--- config.mk ---
export PLATFORM = sky130hd
export DESIGN_NAME = byte_lanes
export DESIGN_NICKNAME = d
export VERILOG_FILES = /design/src/design/l1_pkg.sv /design/src/design/byte_lanes.sv
export SDC_FILE = /design/constraint.sdc
export NUM_CORES = 1
export LEC_CHECK = 0
export CAP_MARGIN = 40
export CORE_MARGIN = 4
export CORE_UTILIZATION = 50
export DETAILED_ROUTE_END_ITERATION = 8
export DONT_BUFFER_PORTS = 1
export PLACE_DENSITY = 0.72
export SYNTH_ARGS = -nofsm -noshare
export SYNTH_HDL_FRONTEND = slang
export SYNTH_SLANG_ARGS = --single-unit
--- constraint.sdc ---
create_clock -name vclk -period 2.66
set_input_delay 0.399 -clock vclk [all_inputs]
set_output_delay 0.399 -clock vclk [all_outputs]
set_load 0.05 [all_outputs]
--- src/design/l1_pkg.sv ---
`default_nettype none

package l1_pkg;

    // Fixed address split: tag 31:8, index 7:2, byte 1:0
    localparam int NUM_LINES = 64;

    typedef logic [31:0] addr_t;
    typedef logic [31:0] word_t;
    typedef logic [23:0] tag_t;
    typedef logic [5:0]  index_t;
    typedef logic [1:0]  offset_t;
    typedef logic [6:0]  opcode_t;
    typedef logic [2:0]  mask_t;

    localparam opcode_t OPC_LOAD  = 7'b0000011;
    localparam opcode_t OPC_STORE = 7'b0100011;

    // Access size, bit 2 set means zero extension on loads
    localparam mask_t MASK_B  = 3'b000;
    localparam mask_t MASK_H  = 3'b001;
    localparam mask_t MASK_W  = 3'b010;
    localparam mask_t MASK_BU = 3'b100;
    localparam mask_t MASK_HU = 3'b101;

    typedef enum logic [1:0] {
        MESI_I = 2'b00,
        MESI_E = 2'b01,
        MESI_S = 2'b10,
        MESI_M = 2'b11
    } mesi_e;

    typedef enum logic [1:0] {
        BUS_RD   = 2'b00,
        BUS_UPGR = 2'b01,
        BUS_RDX  = 2'b10,
        BUS_NONE = 2'b11   // Idle bus slot
    } bus_op_e;

    function automatic tag_t addr_tag(input addr_t addr);
        return addr[31:8];
    endfunction

    function automatic index_t addr_index(input addr_t addr);
        return addr[7:2];
    endfunction

    function automatic offset_t addr_offset(input addr_t addr);
        return addr[1:0];
    endfunction

endpackage

`default_nettype wire
--- src/design/byte_lanes.sv ---
`timescale 1ns/100ps
`default_nettype none

module byte_lanes
    import l1_pkg::*;
(
    input  wire mask_t   mask_in,
    input  wire offset_t offset,
    input  wire word_t   base_word,   // Line word or bus word on a fill
    input  wire word_t   data_in,
    output word_t        store_word,
    output word_t        load_word
);

    logic [7:0]  load_byte;
    logic [15:0] load_half;

    // Field selection by offset
    always_comb begin
        case (offset)
            2'd0:    load_byte = base_word[7:0];
            2'd1:    load_byte = base_word[15:8];
            2'd2:    load_byte = base_word[23:16];
            default: load_byte = base_word[31:24];
        endcase
        load_half = offset[1] ? base_word[31:16] : base_word[15:0];
    end

    always_comb begin
        case (mask_in)
            MASK_B:  load_word = {{24{load_byte[7]}}, load_byte};
            MASK_BU: load_word = {24'b0, load_byte};
            MASK_H:  load_word = {{16{load_half[15]}}, load_half};
            MASK_HU: load_word = {16'b0, load_half};
            MASK_W:  load_word = base_word;
            default: load_word = '0;   // Reserved size codes
        endcase
    end

    // Store merge, the unsigned codes act as their signed pairs
    always_comb begin
        store_word = base_word;
        case (mask_in)
            MASK_B, MASK_BU: begin
                case (offset)
                    2'd0:    store_word[7:0]   = data_in[7:0];
                    2'd1:    store_word[15:8]  = data_in[7:0];
                    2'd2:    store_word[23:16] = data_in[7:0];
                    default: store_word[31:24] = data_in[7:0];
                endcase
            end
            MASK_H, MASK_HU: begin
                if (offset[1]) begin
                    store_word[31:16] = data_in[15:0];
                end else begin
                    store_word[15:0] = data_in[15:0];
                end
            end
            MASK_W: begin
                store_word = data_in;
            end
            default: begin
                store_word = base_word;   // Line left untouched
            end
        endcase
    end

endmodule

`default_nettype wire

==> results.yml <==
run_status:
  status: "finished clean"
layout:
  drive_gt1_share_pct: 34.6
  syn_to_final_growth_pct: 35.0
  multi_input_area_sq_mm: 0.00160
  layout_common_cells: "buf_4 (36), nand2_1 (27), mux2_2 (17), buf_12 (17)"
  fillerInstances: 271
  ff_latch_area_sq_um: 0
  layout_commonest_cell: "buf_4"
  insertedDiodeCount: 0
  nClkBuffers: 0
  seq_cell_count: 0
  nets: 334
floorplan:
  die_area_sq_mm: 0.00445
  rows: 21
  start_util_pct: 51.7
  io_pins: 133
  core_area_sq_mm: 0.00334
  die_w_um: 66.7
  die_h_um: 66.7
worst_setup_path:
  critPathMaxStageDelay_ps: 490
  cp_top_family: "simple AND/OR/NAND/NOR gates"
  critPathLaunchType: "input pin"
  critPathRequiredTime_ps: 2260
  critPathMaxFanout: 22
  worstPathArrival_ps: 1800
  path_class: "input pin to output port"
  crit_chain: "nand2b_1, and2_0, o311ai_2, buf_4"
  cp-end-kind: "output port"
  critPathBufInv: 1
  crit_slowest_cell: "and2_0"
timing:
  finalSetupViolations: 0
  period_minus_slack_ps: 2200
  tightest_slew_ps: 896
  timing.hold.ws_ps: 994
  drv_slew: 0
  layout_setup_ws_ps: 459
  max_clock_freq_mhz: 454
  fin_crit_sh_pct: 82.7
  max_slew_margin_pct: 40.4
  rsz0062_at_grt: "false"
  hold_viol_final: 0
route:
  wl_per_cell_um: 22.8
  wl_met2_mm: 3.37
  topRoutingLayerUsed: "met4"
  via_per_inst: 6.97
  antenna_left: 0
  drt_iter0_drc: 172
  wl_met3_um: 831
  met1_length_mm: 2.72
  vias: 2154
  routed_wl_mm: 7.05
  firstDrtPassIters: 4
  remaining_drc_errors: 0
power:
  power.total_uw: 762
  leakage_uw: 0.000921
  ir_drop_mv: 0.188
  power-per-cell-area_mw_per_mm2: 327
placement:
  port_buffers: 0
  post-place-ws_ps: 478
  dp_hpwl_mm: 5.56
  gp_congestion: 0.895
global_route:
  grtUsageTotal_pct: 30.2
  grt_pass1_wl_mm: 10.7
  grt_overflow: 0
  first_global_vias: 2036
  antenna_found_initial: 0
  grt_max_degree: 37
logic_synthesis:
  yosysUniqueCellTypes: 42
  netlist_area_sq_mm: 0.00172
  yosysWarnings: 0
  avgSynthCellArea_sq_um: 7.34
  ys_seq_area_share_pct: 0
  syn_inst: 235
  syn_nets: 304
clock_tree:
  postCtsSetupRepairBufs: 0
  cts_hold_buf: 0
  post_cts_resized: 0
worst_hold_path:
  hp-class: "input pin to output port"
flow_run:
  maxCapViolCount: 0
per-layer routing:
metal	GRT usage (%)	up-vias
li1	-	982
met1	40.0	1004
met2	50.0	154
met3	6.07	14
met4	6.35	0
met5	0	-
layout make-up:
| class | instances | area share (%) |
|---|---|---|
| inverter | 17 | 2.74 |
| multi-input combinational | 193 | 68.5 |
| tap | 46 | 2.47 |
| timing repair buffer | 53 | 26.2 |
synth_stat cells (2+ instances only):
cell type	instances	area, sq um
a221o_1	16	160
a22oi_1	15	113
and2_1	7	43.8
buf_1	3	11.3
buf_2	13	65.1
buf_4	4	30.0
clkbuf_1	4	15.0
inv_1	16	60.1
mux2_1	8	90.1
mux2_2	17	191
mux2i_1	15	150
nand2_1	27	101
nand2b_1	3	18.8
nand4_1	8	50.1
nor2_1	2	7.51
nor3b_4	2	37.5
o211ai_1	16	120
o21ai_0	12	60.1
o21ai_1	5	25.0
o221ai_1	7	61.3
o311ai_1	7	61.3
or3_1	8	50.1
final timing paths:
path                    from              to  slack (ps)  depth (start not counted)
hold / removal    mask_in[1]    load_word[7]         990                          1
setup / recovery  mask_in[0]  store_word[17]         460                          4
power breakdown:
group | switching, uW | internal, uW | total, uW
Combinational | 484 | 278 | 762
Clock | 0 | 0 | 0
Sequential | 0 | 0 | 0
Total | 484 | 278 | 762
stage by stage:
stage | utilization, % | instance area [sq um] | instances | TNS, ps
global route | 69.7 | 2330 | 309 | 0
floorplan | - | 1720 | 235 | -22.6
finish | 69.7 | 2330 | 309 | 0
global placement | 69.7 | 2330 | 309 | 0
CTS | 69.7 | 2330 | 309 | 0
detailed placement | 69.7 | 2330 | 309 | 0
kinds of logic (layout without fill, tap and decap cells):
family	Yosys count	in the layout	synth area share, %
multiplexers	42	42	27.6
buffers and inverters	42	70	11.4
AND/OR/NAND/NOR	67	67	22.7
AO/OA/AOI/OAI	84	84	38.2
No activity file was read; power rests on OpenSTA's default activity.
