===== src/design/l1_pkg.sv =====
`default_nettype none

package l1_pkg;

    // Fixed address split: tag 31:8, index 7:2, byte 1:0
    localparam int NUM_LINES = 64;

    typedef logic [31:0] addr_t;
    typedef logic [31:0] word_t;
    typedef logic [23:0] tag_t;
    typedef logic [5:0]  index_t;
    typedef logic [1:0]  offset_t;
    typedef logic [6:0]  opcode_t;
    typedef logic [2:0]  mask_t;

    localparam opcode_t OPC_LOAD  = 7'b0000011;
    localparam opcode_t OPC_STORE = 7'b0100011;

    // Access size, bit 2 set means zero extension on loads
    localparam mask_t MASK_B  = 3'b000;
    localparam mask_t MASK_H  = 3'b001;
    localparam mask_t MASK_W  = 3'b010;
    localparam mask_t MASK_BU = 3'b100;
    localparam mask_t MASK_HU = 3'b101;

    typedef enum logic [1:0] {
        MESI_I = 2'b00,
        MESI_E = 2'b01,
        MESI_S = 2'b10,
        MESI_M = 2'b11
    } mesi_e;

    typedef enum logic [1:0] {
        BUS_RD   = 2'b00,
        BUS_UPGR = 2'b01,
        BUS_RDX  = 2'b10,
        BUS_NONE = 2'b11   // Idle bus slot
    } bus_op_e;

    function automatic tag_t addr_tag(input addr_t addr);
        return addr[31:8];
    endfunction

    function automatic index_t addr_index(input addr_t addr);
        return addr[7:2];
    endfunction

    function automatic offset_t addr_offset(input addr_t addr);
        return addr[1:0];
    endfunction

endpackage

`default_nettype wire

===== src/design/snoop_ctrl.sv =====
`timescale 1ns/100ps
`default_nettype none

module snoop_ctrl
    import l1_pkg::*;
(
    input  wire bus_op_e bus_operation_in,
    input  wire addr_t   bus_address_in,
    input  wire mesi_e   line_state,   // Array read at the snoop index
    input  wire tag_t    line_tag,
    input  wire word_t   line_data,
    input  wire index_t  core_index,
    output logic         cache_hit_out,
    output word_t        bus_data_out,
    output logic         flush_out,
    output logic         snoop_busy,
    output logic         wr_en,
    output mesi_e        wr_state,
    output tag_t         wr_tag
);

    logic tag_match;

    assign tag_match = (line_state != MESI_I) && (line_tag == addr_tag(bus_address_in));

    // Bus side MESI transitions
    always_comb begin
        cache_hit_out = 1'b0;
        flush_out     = 1'b0;
        wr_state      = line_state;
        case (bus_operation_in)
            BUS_RD: begin
                cache_hit_out = tag_match;
                flush_out     = tag_match && (line_state == MESI_M);
                wr_state      = MESI_S;                        // Keep a shared copy
            end
            BUS_UPGR: begin
                cache_hit_out = tag_match;
                wr_state      = MESI_I;
            end
            BUS_RDX: begin
                cache_hit_out = tag_match;
                flush_out     = tag_match && (line_state == MESI_M);
                wr_state      = MESI_I;
            end
            default: begin
                cache_hit_out = 1'b0;                          // Idle bus
            end
        endcase
    end

    assign bus_data_out = cache_hit_out ? line_data : '0;

    // Downgrade rewrites the line with its own tag and data
    assign wr_en  = cache_hit_out;
    assign wr_tag = line_tag;

    // Core access to the same line waits one cycle
    assign snoop_busy = cache_hit_out && (addr_index(bus_address_in) == core_index);

endmodule

`default_nettype wire


===== config.mk =====
export PLATFORM = sky130hd
export DESIGN_NAME = snoop_ctrl
export DESIGN_NICKNAME = d
export VERILOG_FILES = /design/src/design/l1_pkg.sv /design/src/design/snoop_ctrl.sv
export SDC_FILE = /design/constraint.sdc
export NUM_CORES = 1
export LEC_CHECK = 0
export BUFFER_PORTS_ARGS = -buffer_cell sky130_fd_sc_hd__buf_4
export CELL_PAD_IN_SITES_DETAIL_PLACEMENT = 2
export CELL_PAD_IN_SITES_GLOBAL_PLACEMENT = 2
export CORE_ASPECT_RATIO = 1.1
export CORE_MARGIN = 10
export CORE_UTILIZATION = 11
export DETAILED_ROUTE_END_ITERATION = 16
export GPL_TIMING_DRIVEN = 0
export PLACE_DENSITY = 0.85
export SKIP_LAST_GASP = 1
export SYNTH_ARGS = -nofsm -noshare
export SYNTH_HDL_FRONTEND = slang
export SYNTH_SLANG_ARGS = --single-unit

===== constraint.sdc =====
create_clock -name vclk -period 1.4
set_input_delay 0.14 -clock vclk [all_inputs]
set_output_delay 0.14 -clock vclk [all_outputs]
set_load 0.005 [all_outputs]

==> reports/metrics.cfg <==
[floorplan]
dieHeight_um=122
die_x_um=113
fp-row-count=37
io_pins=160
coreArea_um2=9350
start_util=0.112
dieArea_um2=13800

[worst_setup_path]
cp.required_ns=1.26
end_kind=primary output
cp_max_fo=10
cp_slowest_cell=or4_4
path_delay_family=simple AND/OR/NAND/NOR gates
cpMostUsedCell=buf_12
worst-path-buf-inv=4
slowest_delay_ns=0.56
crit_arrival_ns=1.69
crit_type=primary input to primary output
crit_path_start_kind=primary input
worstPathCellList=buf_6, xnor2_4, nand4_1, or4_4, buf_12, buf_12, nor3_4, buf_4

[cells_and_area]
final_common_cell=buf_4
syn2layout_area_growth_pct=175
layout-drive-gt1-share=0.794
stdcell_count=428
register_area_um2=0
clkbuf_count=0
mostFrequentLayoutCells=171 x buf_4, 32 x inv_1, 19 x nor3_4
final_util=0.308
fin_nets=411
n_sequential_cell=0
diodes=0

[power]
power.density_nw_per_um2=194
power.leakage_nw=1.57
ir_worst_vdd_v=0.000100
power_w=0.000560

[status]
outcome=complete, but fails checks
violations=negative setup slack

[detailed_routing]
vias=1620
post_drt_via_cell_ratio=3.79
drtPass1Iterations=2
ant_nets=0
routed_wl_mm=7.24
drc=0
drt_iter0_markers=12
wl_per_cell_um=16.9

[sta]
setup_violations=36
clock.fmax_ghz=0.545
rsz0062_at_grt=true
maxSlewHeadroom=0.732
tightest_slew_ns=0.399
fin_crit_sh=1.31
hold_viol=0
drv_slew=0
setup_ws_ns=-0.433
period_needed_ns=1.83

[synthesis]
netlist_instances=146
syn-mean-instance-area_um2=7.18
synth.distinct_cells=17
syn_area_um2=1050
yosysWarnings=0
syn_nets=244
yosysSeqAreaShare=0

[global_routing]
gr-total-overflow=0
grt_pass1_wl_mm=10.7
grtUsageTotal=0.0945
grt_pass1_vias=1947
grt_start_max_net_pins=11
grt_antenna_before_repair=0

[place]
dp_cells=421
portBuffers=158
post-place-ws_ns=-0.858
gp_congestion=0.642
hpwl_mm=6.40

[run]
cap_violations=0

[min_path]
hp-class=primary input to primary output

-- final cells by class --
type,count,area [µm²]
fillers,1060,6470
repair buffers,165,1340
multi-input cells,82,962
plain buffers,32,310
well taps,117,146
inverters,32,120
-- cell families (layout without fill, tap and decap cells) --
| group | after synthesis | after routing | synth area share |
|---|---|---|---|
| AND/OR/NAND/NOR | 50 | 50 | 0.389 |
| buffers and inverters | 64 | 229 | 0.351 |
| AO/OA/AOI/OAI | 2 | 2 | 0.00955 |
| XOR/XNOR | 30 | 30 | 0.251 |
-- synth_stat cells --
library cell / number / area share
and3_1: 1 / 0.0060
buf_2: 3 / 0.014
buf_4: 25 / 0.18
buf_6: 4 / 0.043
inv_1: 32 / 0.11
nand2_1: 2 / 0.0072
nand3_1: 2 / 0.0095
nand4_1: 4 / 0.024
nand4b_1: 1 / 0.0084
nor2_1: 1 / 0.0036
nor3_1: 6 / 0.029
nor3_2: 29 / 0.28
nor4_1: 3 / 0.018
o21ai_0: 2 / 0.0095
or4_1: 1 / 0.0072
xnor2_1: 15 / 0.13
xor2_1: 15 / 0.13
-- power by group --
part / leakage [nW] / total (W) / switching, W / internal, W
Combinational: 1.57 / 0.000560 / 0.000201 / 0.000359
Clock: 0 / 0 / 0 / 0
Sequential: 0 / 0 / 0 / 0
Total: 1.57 / 0.000560 / 0.000201 / 0.000359
-- final timing paths --
check	start	to	slack, ns	cells after the start
hold / removal	line_tag[9]	wr_tag[9]	0.55	3
setup / recovery	bus_address_in[31]	bus_data_out[14]	-0.43	8
-- layer usage --
| metal | vias to the layer above | track usage | part of all wire |
|---|---|---|---|
| li1 | 767 | - | - |
| met5 | - | 0 | 0 |
| met1 | 753 | 0.0955 | 0.34 |
| met2 | 98 | 0.183 | 0.55 |
| met4 | 0 | 0.00317 | 0.0037 |
| met3 | 2 | 0.0415 | 0.11 |
-- per-stage QoR --
step | hold slack (ns) | instance area (µm²) | TNS [ns]
after floorplan | 0.350 | 1160 | -2.55
after global placement | 0.550 | 2490 | -28.31
after detailed placement | 0.554 | 2490 | -27.93
after CTS | 0.551 | 2710 | -14.42
after global routing | 0.552 | 2880 | -17.00
final | 0.546 | 2880 | -14.04
-- timing repair --
action                     CTS  global route
buffers inserted             3             2
pin swaps                   11             9
hold buffers                 0             0
gates resized for setup     35            25
gates cloned                 1             1
setup endpoints to repair   36            36
Note: power is estimated with default switching activity, not from simulation.
