===== src/design/l1_pkg.sv =====
`default_nettype none

package l1_pkg;

    // Fixed address split: tag 31:8, index 7:2, byte 1:0
    localparam int NUM_LINES = 64;

    typedef logic [31:0] addr_t;
    typedef logic [31:0] word_t;
    typedef logic [23:0] tag_t;
    typedef logic [5:0]  index_t;
    typedef logic [1:0]  offset_t;
    typedef logic [6:0]  opcode_t;
    typedef logic [2:0]  mask_t;

    localparam opcode_t OPC_LOAD  = 7'b0000011;
    localparam opcode_t OPC_STORE = 7'b0100011;

    // Access size, bit 2 set means zero extension on loads
    localparam mask_t MASK_B  = 3'b000;
    localparam mask_t MASK_H  = 3'b001;
    localparam mask_t MASK_W  = 3'b010;
    localparam mask_t MASK_BU = 3'b100;
    localparam mask_t MASK_HU = 3'b101;

    typedef enum logic [1:0] {
        MESI_I = 2'b00,
        MESI_E = 2'b01,
        MESI_S = 2'b10,
        MESI_M = 2'b11
    } mesi_e;

    typedef enum logic [1:0] {
        BUS_RD   = 2'b00,
        BUS_UPGR = 2'b01,
        BUS_RDX  = 2'b10,
        BUS_NONE = 2'b11   // Idle bus slot
    } bus_op_e;

    function automatic tag_t addr_tag(input addr_t addr);
        return addr[31:8];
    endfunction

    function automatic index_t addr_index(input addr_t addr);
        return addr[7:2];
    endfunction

    function automatic offset_t addr_offset(input addr_t addr);
        return addr[1:0];
    endfunction

endpackage

`default_nettype wire

===== src/design/cache_array.sv =====
`timescale 1ns/100ps
`default_nettype none

module cache_array
    import l1_pkg::*;
(
    input  wire logic   clk,
    input  wire logic   reset,
    // Core side read
    input  wire index_t core_index,
    output mesi_e       core_state,
    output tag_t        core_tag,
    output word_t       core_data,
    // Snoop side read
    input  wire index_t snoop_index,
    output mesi_e       snoop_state,
    output tag_t        snoop_tag,
    output word_t       snoop_data,
    // Shared write port
    input  wire logic   wr_en,
    input  wire index_t wr_index,
    input  wire mesi_e  wr_state,
    input  wire tag_t   wr_tag,
    input  wire word_t  wr_data
);

    mesi_e state_mem [NUM_LINES];
    tag_t  tag_mem   [NUM_LINES];
    word_t data_mem  [NUM_LINES];

    // Only the state needs clearing, Invalid lines ignore tag and data
    always_ff @(posedge clk) begin
        if (reset) begin
            for (int i = 0; i < NUM_LINES; i++) begin
                state_mem[i] <= MESI_I;
            end
        end else if (wr_en) begin
            state_mem[wr_index] <= wr_state;
        end
    end

    always_ff @(posedge clk) begin
        if (wr_en) begin
            tag_mem[wr_index]  <= wr_tag;
            data_mem[wr_index] <= wr_data;
        end
    end

    assign core_state  = state_mem[core_index];
    assign core_tag    = tag_mem[core_index];
    assign core_data   = data_mem[core_index];

    assign snoop_state = state_mem[snoop_index];
    assign snoop_tag   = tag_mem[snoop_index];
    assign snoop_data  = data_mem[snoop_index];

    // Write index comes from either controller through the top mux
    wr_index_known: assert property (@(posedge clk) disable iff (reset)
        wr_en |-> !$isunknown(wr_index))
        else $error("cache_array: write with unknown index");

endmodule

`default_nettype wire


===== config.mk =====
export PLATFORM = sky130hd
export DESIGN_NAME = cache_array
export DESIGN_NICKNAME = d
export VERILOG_FILES = /design/src/design/l1_pkg.sv /design/src/design/cache_array.sv
export SDC_FILE = /design/constraint.sdc
export NUM_CORES = 2
export LEC_CHECK = 0
export BUFFER_PORTS_ARGS = -buffer_cell sky130_fd_sc_hd__buf_2
export CAP_MARGIN = 10
export CORE_MARGIN = 2
export CORE_UTILIZATION = 40
export CTS_CLUSTER_SIZE = 30
export DETAILED_ROUTE_END_ITERATION = 8
export SLEW_MARGIN = 20
export SYNTH_ARGS = -nofsm -noshare
export SYNTH_HDL_FRONTEND = slang
export SYNTH_SLANG_ARGS = --single-unit
export TNS_END_PERCENT = 5

===== constraint.sdc =====
create_clock -name clk -period 6.4 [get_ports clk]
set_clock_uncertainty 0.2 [all_clocks]
set_input_delay 1.28 -clock clk [delete_from_list [all_inputs] [get_ports clk]]
set_output_delay 1.28 -clock clk [all_outputs]
set_load 0.01 [all_outputs]

==> results.rst <==
.. list-table::
   :header-rows: 1

   * - Metric
     - Value
   * - Status
     - finished, violations left
   * - Violated checks
     - setup timing
   * - Average routed wire per standard cell
     - 44.63 µm
   * - First-pass GRT wire length
     - 899.1 mm
   * - Aggregate global-route resource usage
     - 30.43%
   * - Maximum fanout along the worst path
     - 13
   * - Maximum buffer depth of the clock tree
     - 4
   * - Antenna violations before repair
     - 78
   * - Worst Path Required
     - 4920 ps
   * - Final worst setup slack
     - -73.54 ps
   * - Pin count of the biggest net entering global routing
     - 98
   * - Syn_nets
     - 8,445
   * - CTS tree
     - built
   * - Sequential share of the synthesized area
     - 65.65%
   * - Gate count after technology mapping
     - 8,366
   * - Final setup vio count
     - 1
   * - Period Utilization, post-route
     - 101.1%
   * - Wirelength, routed
     - 669.3 mm
   * - Number of sinks on the clock net
     - 3,712
   * - Layout cell share with drive strength beyond 1
     - 37.17%
   * - Commonest cells after routing, fill and taps aside
     - edfxtp_1, mux4_2, buf_4
   * - Relative slew slack
     - 21.07%
   * - Cell taking the most area after synthesis
     - edfxtp_1
   * - Warnings from Yosys
     - 0
   * - Setup Buffers After CTS
     - 0
   * - Final core utilization
     - 46.04%
   * - Die Width
     - 655.5 µm
   * - Max-cap violations
     - 0
   * - Area Overhead vs Synth
     - 14.74%
   * - Power consumption
     - 54.88 mW
   * - Number of H-tree branching levels
     - 5
   * - Yosys top cell area share
     - 65.65%
   * - Period minus WS final
     - 6474 ps
   * - Remaining antenna violation count
     - 0
   * - Clk root buf
     - clkbuf_16
   * - Worst hold path class
     - input pin to register
   * - Number of top-level design ports
     - 195
   * - Unrepaired setup endpoints after global routing
     - false
   * - Maximum vdd drop
     - 0.2187 mV
   * - Type of the setup path with the least slack
     - input pin to output pin
   * - Worst endpoint data arrival time
     - 4990 ps
   * - CTS buffer count
     - 386
   * - First-pass iteration count of the detailed router
     - 6
   * - Dominant cells by area after synthesis
     - edfxtp_1, mux4_2, o22ai_1
   * - DRC
     - 0
   * - CP Launch Type
     - input pin
   * - Actual transition at the worst max-transition pin
     - 1181 ps
   * - Final hold violations
     - 0
   * - CTS clk-pin slew, worst paths
     - 60 ps
   * - Power Dens Cells
     - 281.7 mW/mm²
   * - Leakage power summed over all cells
     - 60.42 nW
   * - Iteration-0 DRC Markers
     - 19.58k
   * - Vias after detailed routing
     - 105.6k
   * - Number of nets in the layout
     - 8,957
   * - Dominant synthesized flop cell
     - edfxtp_1
   * - Proportion of register bits with asynchronous set or reset after synthesis
     - 0%
   * - Mean number of vias per cell
     - 7.043
   * - Minimum setup slack after placement
     - 154.8 ps
   * - Number of I/O port buffers
     - 194
   * - Timing-limited maximum frequency
     - 0.1545 GHz
   * - Core ar.
     - 0.4231 mm²
   * - CTS-repair resized insts
     - 0
   * - Post-synthesis sequential element count
     - 3,712
   * - Die height
     - 655.5 µm
   * - Number of slew-limit violations in the final report
     - 0
   * - Quantity of hold-fixing buffers added after cts
     - 0
   * - Initial standard-cell utilization of the core
     - 40.13%
   * - Final HPWL from detailed placement
     - 406.9 mm
   * - Synth cell types
     - 49
   * - Gr ovfl total
     - 0
   * - Number of global-route vias before repair
     - 103.9k
   * - Most common cell after layout, fill and taps aside
     - edfxtp_1
   * - Mean post-synth cell area
     - 20.30 µm²
   * - GP Congestion
     - 0.8863
   * - EDFF count, synth
     - 3,712
   * - Synthesized area
     - 0.1698 mm²
   * - Type of element capturing the critical path
     - output pin
   * - Total die area
     - 0.4297 mm²
   * - # rows
     - 239
[routing by layer]
metal / vias to the layer above / routed length (µm) / global-route usage, % / share of wire (%)
met3: 1800 / 87610 / 8.151 / 13
met5: - / 169 / 0 / 0.025
met4: 28 / 45770 / 18.08 / 6.8
li1: 38116 / - / - / -
met1: 56729 / 231600 / 39.64 / 35
met2: 8961 / 304200 / 45.95 / 45
[Yosys cell counts, types with 17 or more instances]
cell type / n
nor3_1: 86
buf_6: 17
buf_1: 50
buf_4: 74
mux4_2: 1785
mux2_2: 59
nor2_1: 291
mux2i_1: 232
o22ai_1: 384
o221ai_1: 84
buf_2: 241
a211oi_1: 42
nand2b_1: 36
or2_2: 68
a22oi_1: 42
nand2_1: 75
nor4_1: 59
o21ai_0: 46
nor2b_1: 62
a221oi_1: 155
nand3_1: 20
a22o_1: 98
a21oi_1: 166
a311oi_1: 23
edfxtp_1: 3712
clkbuf_1: 320
o22a_1: 65
[layout make-up]
cell class	instances	area [µm²]
clock buffers	460	10040
fillers	35232	228300
diodes	133	332.8
clock inverters	252	2397
inverters	4	35.03
multi-input cells	3937	55470
well taps	5663	7086
repair buffers	837	8004
flip-flops and latches	3712	111500
[critical path: stages]
cell and delay [ps]:
buf_2 330, buf_4 320, nand2b_2 920, buf_4 380, o221ai_1 170, a21oi_1 190
a21oi_1 60, a221oi_1 900, buf_4 250, buf_2 130
[flip-flops by register name (all words and copies together), names as in the netlist]
register,flops
data_mem,2048
state_mem,128
tag_mem,1536
[worst paths after layout]
| path | end | cells after the start | from |
|---|---|---|---|
| setup / recovery | core_tag[19] | 10 | core_index[5] |
| hold / removal | tag_mem[34][13] | 1 | wr_tag[13] |
[power by group]
group | leakage, nW | total (mW) | switching [mW] | internal, mW
Sequential | 33.5 | 27.1 | 0.0958 | 27.0
Combinational | 20.9 | 5.10 | 3.19 | 1.92
Clock | 6.08 | 22.7 | 9.93 | 12.8
[through the flow]
step / cell area (µm²) / TNS (ps) / instances / hold WS, ps
global placement: 181900 / 0 / 14147 / 1608
CTS: 194400 / 0 / 14864 / 567.6
floorplan: 169800 / 0 / 8366 / 1179
finish: 194800 / -73.54 / 14998 / 518.9
global route: 194800 / 0 / 14969 / 503.1
detailed placement: 182000 / 0 / 14152 / 1622
[cell families (layout without fill, tap and decap cells)]
group / count (synthesis) / in the layout / share of synthesized area, %
and+or+nand+nor: 733 / 733 / 2.107
AOI/OAI and AO/OA: 1128 / 1128 / 4.712
other: 0 / 133 / 0
muxes: 2076 / 2076 / 25.43
buffers and inverters: 717 / 1553 / 2.098
DFF: 3712 / 3712 / 65.65
No activity file was read; power rests on OpenSTA's default activity.
