<file path="config.mk">
export PLATFORM = sky130hd
export DESIGN_NAME = core_ctrl
export DESIGN_NICKNAME = d
export VERILOG_FILES = /design/src/design/l1_pkg.sv /design/src/design/core_ctrl.sv
export SDC_FILE = /design/constraint.sdc
export NUM_CORES = 1
export LEC_CHECK = 0
export BUFFER_PORTS_ARGS = -buffer_cell sky130_fd_sc_hd__buf_2
export CAP_MARGIN = 25
export CORE_ASPECT_RATIO = 0.8
export CORE_UTILIZATION = 29
export DETAILED_ROUTE_END_ITERATION = 16
export PLACE_DENSITY_LB_ADDON = 0.3
export SLEW_MARGIN = 0
export SYNTH_ARGS = -nofsm -noshare
export SYNTH_HDL_FRONTEND = slang
export SYNTH_SLANG_ARGS = --single-unit
</file>
<file path="constraint.sdc">
create_clock -name vclk -period 2
set_clock_uncertainty 0.05 [all_clocks]
set_input_delay 0.4 -clock vclk [all_inputs]
set_output_delay 0.4 -clock vclk [all_outputs]
set_load 0.005 [all_outputs]
</file>
<file path="src/design/l1_pkg.sv">
`default_nettype none

package l1_pkg;

    // Fixed address split: tag 31:8, index 7:2, byte 1:0
    localparam int NUM_LINES = 64;

    typedef logic [31:0] addr_t;
    typedef logic [31:0] word_t;
    typedef logic [23:0] tag_t;
    typedef logic [5:0]  index_t;
    typedef logic [1:0]  offset_t;
    typedef logic [6:0]  opcode_t;
    typedef logic [2:0]  mask_t;

    localparam opcode_t OPC_LOAD  = 7'b0000011;
    localparam opcode_t OPC_STORE = 7'b0100011;

    // Access size, bit 2 set means zero extension on loads
    localparam mask_t MASK_B  = 3'b000;
    localparam mask_t MASK_H  = 3'b001;
    localparam mask_t MASK_W  = 3'b010;
    localparam mask_t MASK_BU = 3'b100;
    localparam mask_t MASK_HU = 3'b101;

    typedef enum logic [1:0] {
        MESI_I = 2'b00,
        MESI_E = 2'b01,
        MESI_S = 2'b10,
        MESI_M = 2'b11
    } mesi_e;

    typedef enum logic [1:0] {
        BUS_RD   = 2'b00,
        BUS_UPGR = 2'b01,
        BUS_RDX  = 2'b10,
        BUS_NONE = 2'b11   // Idle bus slot
    } bus_op_e;

    function automatic tag_t addr_tag(input addr_t addr);
        return addr[31:8];
    endfunction

    function automatic index_t addr_index(input addr_t addr);
        return addr[7:2];
    endfunction

    function automatic offset_t addr_offset(input addr_t addr);
        return addr[1:0];
    endfunction

endpackage

`default_nettype wire
</file>
<file path="src/design/core_ctrl.sv">
`timescale 1ns/100ps
`default_nettype none

module core_ctrl
    import l1_pkg::*;
(
    input  wire logic    clk,
    input  wire logic    reset,
    input  wire opcode_t opcode_in,
    input  wire addr_t   address_in,
    input  wire mesi_e   line_state,   // Array read at the core index
    input  wire tag_t    line_tag,
    input  wire logic    grant,
    input  wire logic    cache_hit_in,
    input  wire logic    snoop_busy,
    output logic         stall,
    output logic         req_core,
    output bus_op_e      bus_operation_out,
    output addr_t        bus_address_out,
    output logic         fill_sel,
    output logic         wr_en,
    output mesi_e        wr_state,
    output tag_t         wr_tag
);

    logic    is_load;
    logic    is_store;
    logic    tag_hit;
    logic    need_bus;
    logic    go;
    bus_op_e bus_op;

    assign is_load  = (opcode_in == OPC_LOAD);
    assign is_store = (opcode_in == OPC_STORE);
    assign tag_hit  = (line_state != MESI_I) && (line_tag == addr_tag(address_in));

    // Bus operation the current access would need
    always_comb begin
        bus_op = BUS_NONE;
        if (is_load && !tag_hit) begin
            bus_op = BUS_RD;
        end else if (is_store && !tag_hit) begin
            bus_op = BUS_RDX;                      // Also covers a tag conflict
        end else if (is_store && line_state == MESI_S) begin
            bus_op = BUS_UPGR;
        end
    end

    assign need_bus = (bus_op != BUS_NONE);
    assign go       = grant && !snoop_busy;        // Bus slot usable this cycle

    assign req_core          = need_bus;
    assign bus_operation_out = go ? bus_op : BUS_NONE;
    assign bus_address_out   = (go && need_bus) ? address_in : '0;

    // Base word from the bus on a load fill or BusRdX
    assign fill_sel = (is_load || is_store) && !tag_hit;

    // A load miss stalls through the fill edge while a bus store ends there
    always_comb begin
        stall = 1'b0;
        if (is_load) begin
            stall = !tag_hit || snoop_busy;
        end else if (is_store) begin
            stall = (need_bus && !go) || snoop_busy;
        end
    end

    // Line update and next MESI state
    always_comb begin
        wr_en    = 1'b0;
        wr_state = line_state;
        if (!snoop_busy) begin
            if (need_bus && grant) begin
                wr_en = 1'b1;
                if (is_store) begin
                    wr_state = MESI_M;
                end else begin
                    wr_state = cache_hit_in ? MESI_S : MESI_E;
                end
            end else if (is_store && tag_hit && !need_bus) begin
                wr_en    = 1'b1;                   // Silent write in E or M
                wr_state = MESI_M;
            end
        end
    end

    assign wr_tag = addr_tag(address_in);

    // Relies on the core holding its request while stalled
    req_held_until_grant: assert property (@(posedge clk) disable iff (reset)
        (req_core && !grant) |=> req_core)
        else $error("core_ctrl: request dropped before grant");

endmodule

`default_nettype wire

</file>
==> results of run 1 <==
path summary, 6_finish.rpt:
path | from | end | slack (ps) | cells after the start
setup / recovery | address_in[10] | wr_en | -290 | 8
hold / removal | address_in[24] | wr_tag[16] | 930 | 2
per-layer routing:
layer / global-route usage, % / wire, µm
met5: 0 / 0
met4: 0 / 0
met3: 0.652 / 231
met2: 33.2 / 1730
met1: 21.8 / 1360
cells by family (layout without fill, tap and decap cells):
kind of cell    after synthesis  in the layout  synth area share [%]
simple gates                 54             54                  42.5
buf+inv                      28            172                  23.6
xor+xnor                     24             24                  22.8
compound gates                9              9                  8.41
mux                           2              2                  2.71
critical path: stages:
cell	delay [ps]
buf_6	100
xnor2_2	150
nand4_1	170
nor4_4	370
a21boi_4	130
buf_4	190
a31o_4	200
buf_2	120
through the flow:
step	util (%)	std cells	setup WS [ps]	hold WS [ps]
2_1_floorplan	-	117	-64.9	831
3_3_place_gp	61.5	296	-369	953
3_5_place_dp	61.5	296	-367	956
4_1_cts	65.9	297	-307	955
5_1_grt	68.5	299	-406	941
6_report	68.5	299	-293	934
timing repair:
| item | CTS | global route |
|---|---|---|
| gates resized for setup | 20 | 11 |
| hold buffers | 0 | 0 |
| endpoints found under the setup margin | 40 | 40 |
| buffers inserted | 1 | 2 |
| pin swaps | 12 | 6 |
where the power goes:
| group | internal (µW) | switching, µW |
|---|---|---|
| Clock | 0 | 0 |
| Combinational | 177 | 107 |
| Sequential | 0 | 0 |
cell type report:
cell class | count | area (µm²)
fillers | 241 | 911
inverters | 1 | 3.75
multi-input cells | 89 | 886
well taps | 38 | 47.5
repair buffers | 171 | 1040
cell usage in the layout, fill, tap and decap left out, types with 2 or more instances in the layout:
cell / Yosys / routed
and2_2: 22 / 4
xnor2_1: 23 / 10
buf_4: 24 / 38
buf_2: 0 / 118
nand4_1: 6 / 6
xnor2_2: 0 / 13
nor4_4: 1 / 2
nor2_1: 2 / 2
nand2_1: 2 / 2
and2_4: 0 / 28
buf_6: 3 / 15
==> key figures, run 1 <==
Drt
  – First drt pass iteration count: 4
  – DRC errors left: 0
  – Antenna-violating nets left: 0
  – Drt total wl: 3320 µm
  – Via/cell ratio: 4.23
  – Via count: 1264
  – Avg WL per Cell: around 11 µm
  – Initial DRC count: 12

Floorplanning
  – Core Area: roughly 0.0029 mm²
  – Die width: 65.0 µm
  – Die ar.: 0.00341 mm²
  – # IOs: roughly 130
  – Die height: about 52 µm
  – Initial Utilization: 31.9%
  – Site Rows: 17

Synthesis
  – Count leader, synth: buf_4
  – Top cells by count, synth: buf_4, xnor2_1, and2_2
  – Syn Nets: about 190
  – Post-synthesis sequential area ratio: 0%
  – Area share of the leading cell type in the synthesized netlist: between 20% and 30%
  – Count of unique library cells instantiated by Yosys: 31
  – Mean area per synthesized cell: 7.88 µm²
  – Synth area leader: xnor2_1
  – Cells after synthesis: 117
  – Post-synthesis cell area: 922 µm²
  – Synth area leaders: xnor2_1, buf_4, and2_2
  – Ys Warns: 0

Placement
  – Placed cell area: 0.00178 mm²
  – Port Buffers: 132
  – Placer Congestion: 0.839
  – DPL Wire Length: 2640 µm

Final layout
  – Share of layout cells above drive strength 1: between 80 and 90%
  – N_diodes: 0
  – Sequential cell count: 0
  – Design Area, Final: 0.00198 mm²
  – Clock buf count: 0
  – Register area: 0 µm²
  – Area grow syn2layout: 115%
  – Final nets: 333

Timing
  – Fmax: 436 MHz
  – Final Hold Viols: 0
  – Tightest Pin Transition: 324 ps
  – Unrepaired setup endpoints after global routing: true
  – Fin crit period: roughly 2300 ps
  – Max_slew headroom: 78.2%
  – Final worst slack: -293 ps
  – TNS Setup: -10150 ps
  – Final Cycle Share: 115%
  – Setup violations, final: 40
  – Final count of pins violating max slew: 0

GRT
  – Overflow after GRT: 0
  – Global Route Usage Sum: approximately 17%
  – Vias in the first global route: 1077
  – Largest net degree at the start of global routing: 11
  – Initial antenna violation count: 0
  – Global-route wire length before repair: 4640 µm

Status
  – Run status: finished, violations left
  – Failing checks: setup timing

Worst setup path
  – Crit path kind: input pin to primary output
  – Crit Path Max Fanout: 10
  – Worst Path Required: 1550 ps
  – CP arrival: approximately 1800 ps
  – CP Capture Type: primary output
  – Startpoint Class: input pin

Power
  – Pwr dens: 144 mW/mm²
  – Peak VDD IR: 77.2 µV
  – Leak: about 0.0011 µW
  – Overall power: 285 µW

Run
  – Maximum capacitance violations: 0

Worst hold path
  – Class of the worst hold path: input pin to primary output
(Power assumes the default switching activity.)
==> run 2, diff against run 1 <==
CELL_PAD_IN_SITES_DETAIL_PLACEMENT = 0   (was default)
CELL_PAD_IN_SITES_GLOBAL_PLACEMENT = 2   (was default)
CORE_UTILIZATION = 12   (was 29)
==> run 2 against run 1 <==
Effect of this change: the run still ends with setup timing left; via count grew 5.8%; sequential share of layout area is the same; worst setup slack lost 62 ps; routed wire length grew 23%; cell count grew 24%; critical endpoint unchanged.
==> key figures, run 2 (same netlist as run 1, synthesis figures left out) <==
Status
  – Failing checks: setup timing
  – Run status: finished, violations left

Drt
  – First drt pass iteration count: 3 (-1)
  – Drt total wl: 4090 µm (+23%)
  – Via count: 1337 (+5.8%)
  – Via/cell ratio: 3.59 (-15%)
  – Avg WL per Cell: 11.0 µm (-0.90%)
  – DRC errors left: 0 (unchanged)
  – Initial DRC count: 29 (+17)
  – Antenna-violating nets left: 0 (unchanged)

Power
  – Net Sw Frac: 38.0% (+0.31 points)
  – Int Pwr: 190 µW (+7.1%)
  – Psw: 117 µW (+8.5%)
  – Leak: 0.00121 µW (+6.0%)
  – Peak VDD IR: 59.1 µV (-23%)
  – Clk pwr share: 0% (unchanged)
  – Share of power burned in registers: 0% (unchanged)
  – Comb pwr share: 100.0% (about the same)
  – Pwr dens: 128 mW/mm² (-11%)

Final layout
  – Final nets: 339 (+1.8%)
  – Commonest cells after routing, fill and taps aside: buf_2, buf_6, buf_4
  – Fillcell total: 806 (+230%)
  – Area grow syn2layout: 161%
  – N_diodes: 0 (unchanged)
  – Share of layout cells above drive strength 1: 88.8% (+1.4 points)
  – Most common cell after layout, fill and taps aside: buf_2
  – Register area: 0 µm² (unchanged)
  – Sequential cell count: 0 (unchanged)
  – Clock buf count: 0 (unchanged)

Timing
  – Tightest Pin Transition: 335 ps (+11.9 ps)
  – Fmax: 425 MHz (-2.7%)
  – Final count of pins violating max slew: 0 (unchanged)
  – Unrepaired setup endpoints after global routing: true
  – Final Hold Viols: 0 (unchanged)
  – Fin crit period: 2360 ps (+62.5 ps)
  – Fin Hold WS: 935 ps (+0.957 ps)
  – Final worst slack: -356 ps (-62.5 ps)
  – Max_slew headroom: 77.4% (-0.80 points)
  – Setup violations, final: 40 (unchanged)
  – Final Cycle Share: 118% (+3.1 points)

GRT
  – Met3 Use GR: 1.65% (+1.0 points)
  – Grt met2 use: 15.9% (-17 points)
  – Largest net degree at the start of global routing: 21 (+10)
  – Busiest grt layer: met2
  – Met1 Use GR: 10.5% (-11 points)
  – Overflow after GRT: 0 (unchanged)
  – Global Route Usage Sum: 8.44% (-8.5 points)
  – Vias in the first global route: 1205 (+12%)
  – Initial antenna violation count: 0 (unchanged)
  – Global-route wire length before repair: 5500 µm (+19%)

Placement
  – Place WS: -482 ps (-116 ps)
  – Placer Congestion: 0.729 (-13%)
  – Port Buffers: 132 (unchanged)
  – DPL Wire Length: 3230 µm (+22%)

Run
  – Maximum capacitance violations: 0 (unchanged)

Clock network
  – # hold bufs at CTS: 0 (unchanged)

Worst setup path
  – Worst Path Required: 1550 ps (about the same)
  – Crit path kind: input pin to primary output
  – CP Capture Type: primary output
  – CP arrival: 1910 ps (+70 ps)
  – Crit Path Max Fanout: 8 (-2)
  – Startpoint Class: input pin

Floorplanning
  – # IOs: 134 (unchanged)
  – Die width: 100 µm (+54%)
  – Initial Utilization: 12.4% (-19 points)
  – Site Rows: 28 (+11)
  – Die height: 80.4 µm (+53%)
  – Die ar.: 0.00804 mm² (+140%)
  – Core Area: 0.00743 mm² (+160%)

Worst hold path
  – Class of the worst hold path: input pin to primary output
## run 2: cell count changes in the layout (fill, tap and decap cells not counted), sizes merged
cell | before | now
clkbuf | 0 | 2
buf | 171 | 175
## run 2: final timing paths
path | startpoint | to | slack [ps] | cells after the start
worst max-delay path | line_tag[21] | wr_en | -360 | 9
worst min-delay path | address_in[29] | wr_tag[21] | 940 | 2
## run 2: stage by stage
stage | instance area [µm²] | setup TNS [ps] | instances | util (%) | power [µW]
floorplan | 1010 | -1060 | 117 | - | 113
global placement | 1900 | -13910 | 366 | 25.6 | 257
detailed placement | 1900 | -15210 | 366 | 25.6 | 256
CTS | 2170 | -13740 | 368 | 29.3 | 289
global route | 2400 | -15630 | 372 | 32.4 | 335
finish | 2400 | -11870 | 372 | 32.4 | 307
## run 2: metal layers
| layer | vias up | part of all wire, % |
|---|---|---|
| met2 | 82 | 49 |
| met4 | 0 | 0 |
| met1 | 585 | 41 |
| met5 | - | 0 |
| met3 | 0 | 9.6 |
| li1 | 670 | - |
## run 2: power by group through the flow
stage	clock, µW	combinational (µW)	sequential, µW
floorplan	0	113	0
global placement	0	257	0
detailed placement	0	256	0
CTS	0	289	0
global route	0	335	0
finish	0	307	0
## run 2: layout make-up
class | count | area [µm²] | share of cell area (%)
well taps | 105 | 131 | 5.46
repair buffers | 177 | 1340 | 55.7
multi-input cells | 89 | 931 | 38.7
inverters | 1 | 3.75 | 0.156
## run 2: worst max-delay path, cell delays in order
cell and delay [ps]:
buf_6 100, xnor2_2 130, nand4_1 180, nor4_4 400, a21boi_4 100, buf_12 160, buf_4 130, a31o_4 190
buf_6 110
## run 2: what timing repair did
item / in CTS / in global routing
setup buffers: 2 / 2
setup endpoints to repair: 40 / 40
pin swaps: 18 / 12
endpoints found under the hold margin: 0 / 0
gates cloned: 0 / 2
gates resized for setup: 46 / 27
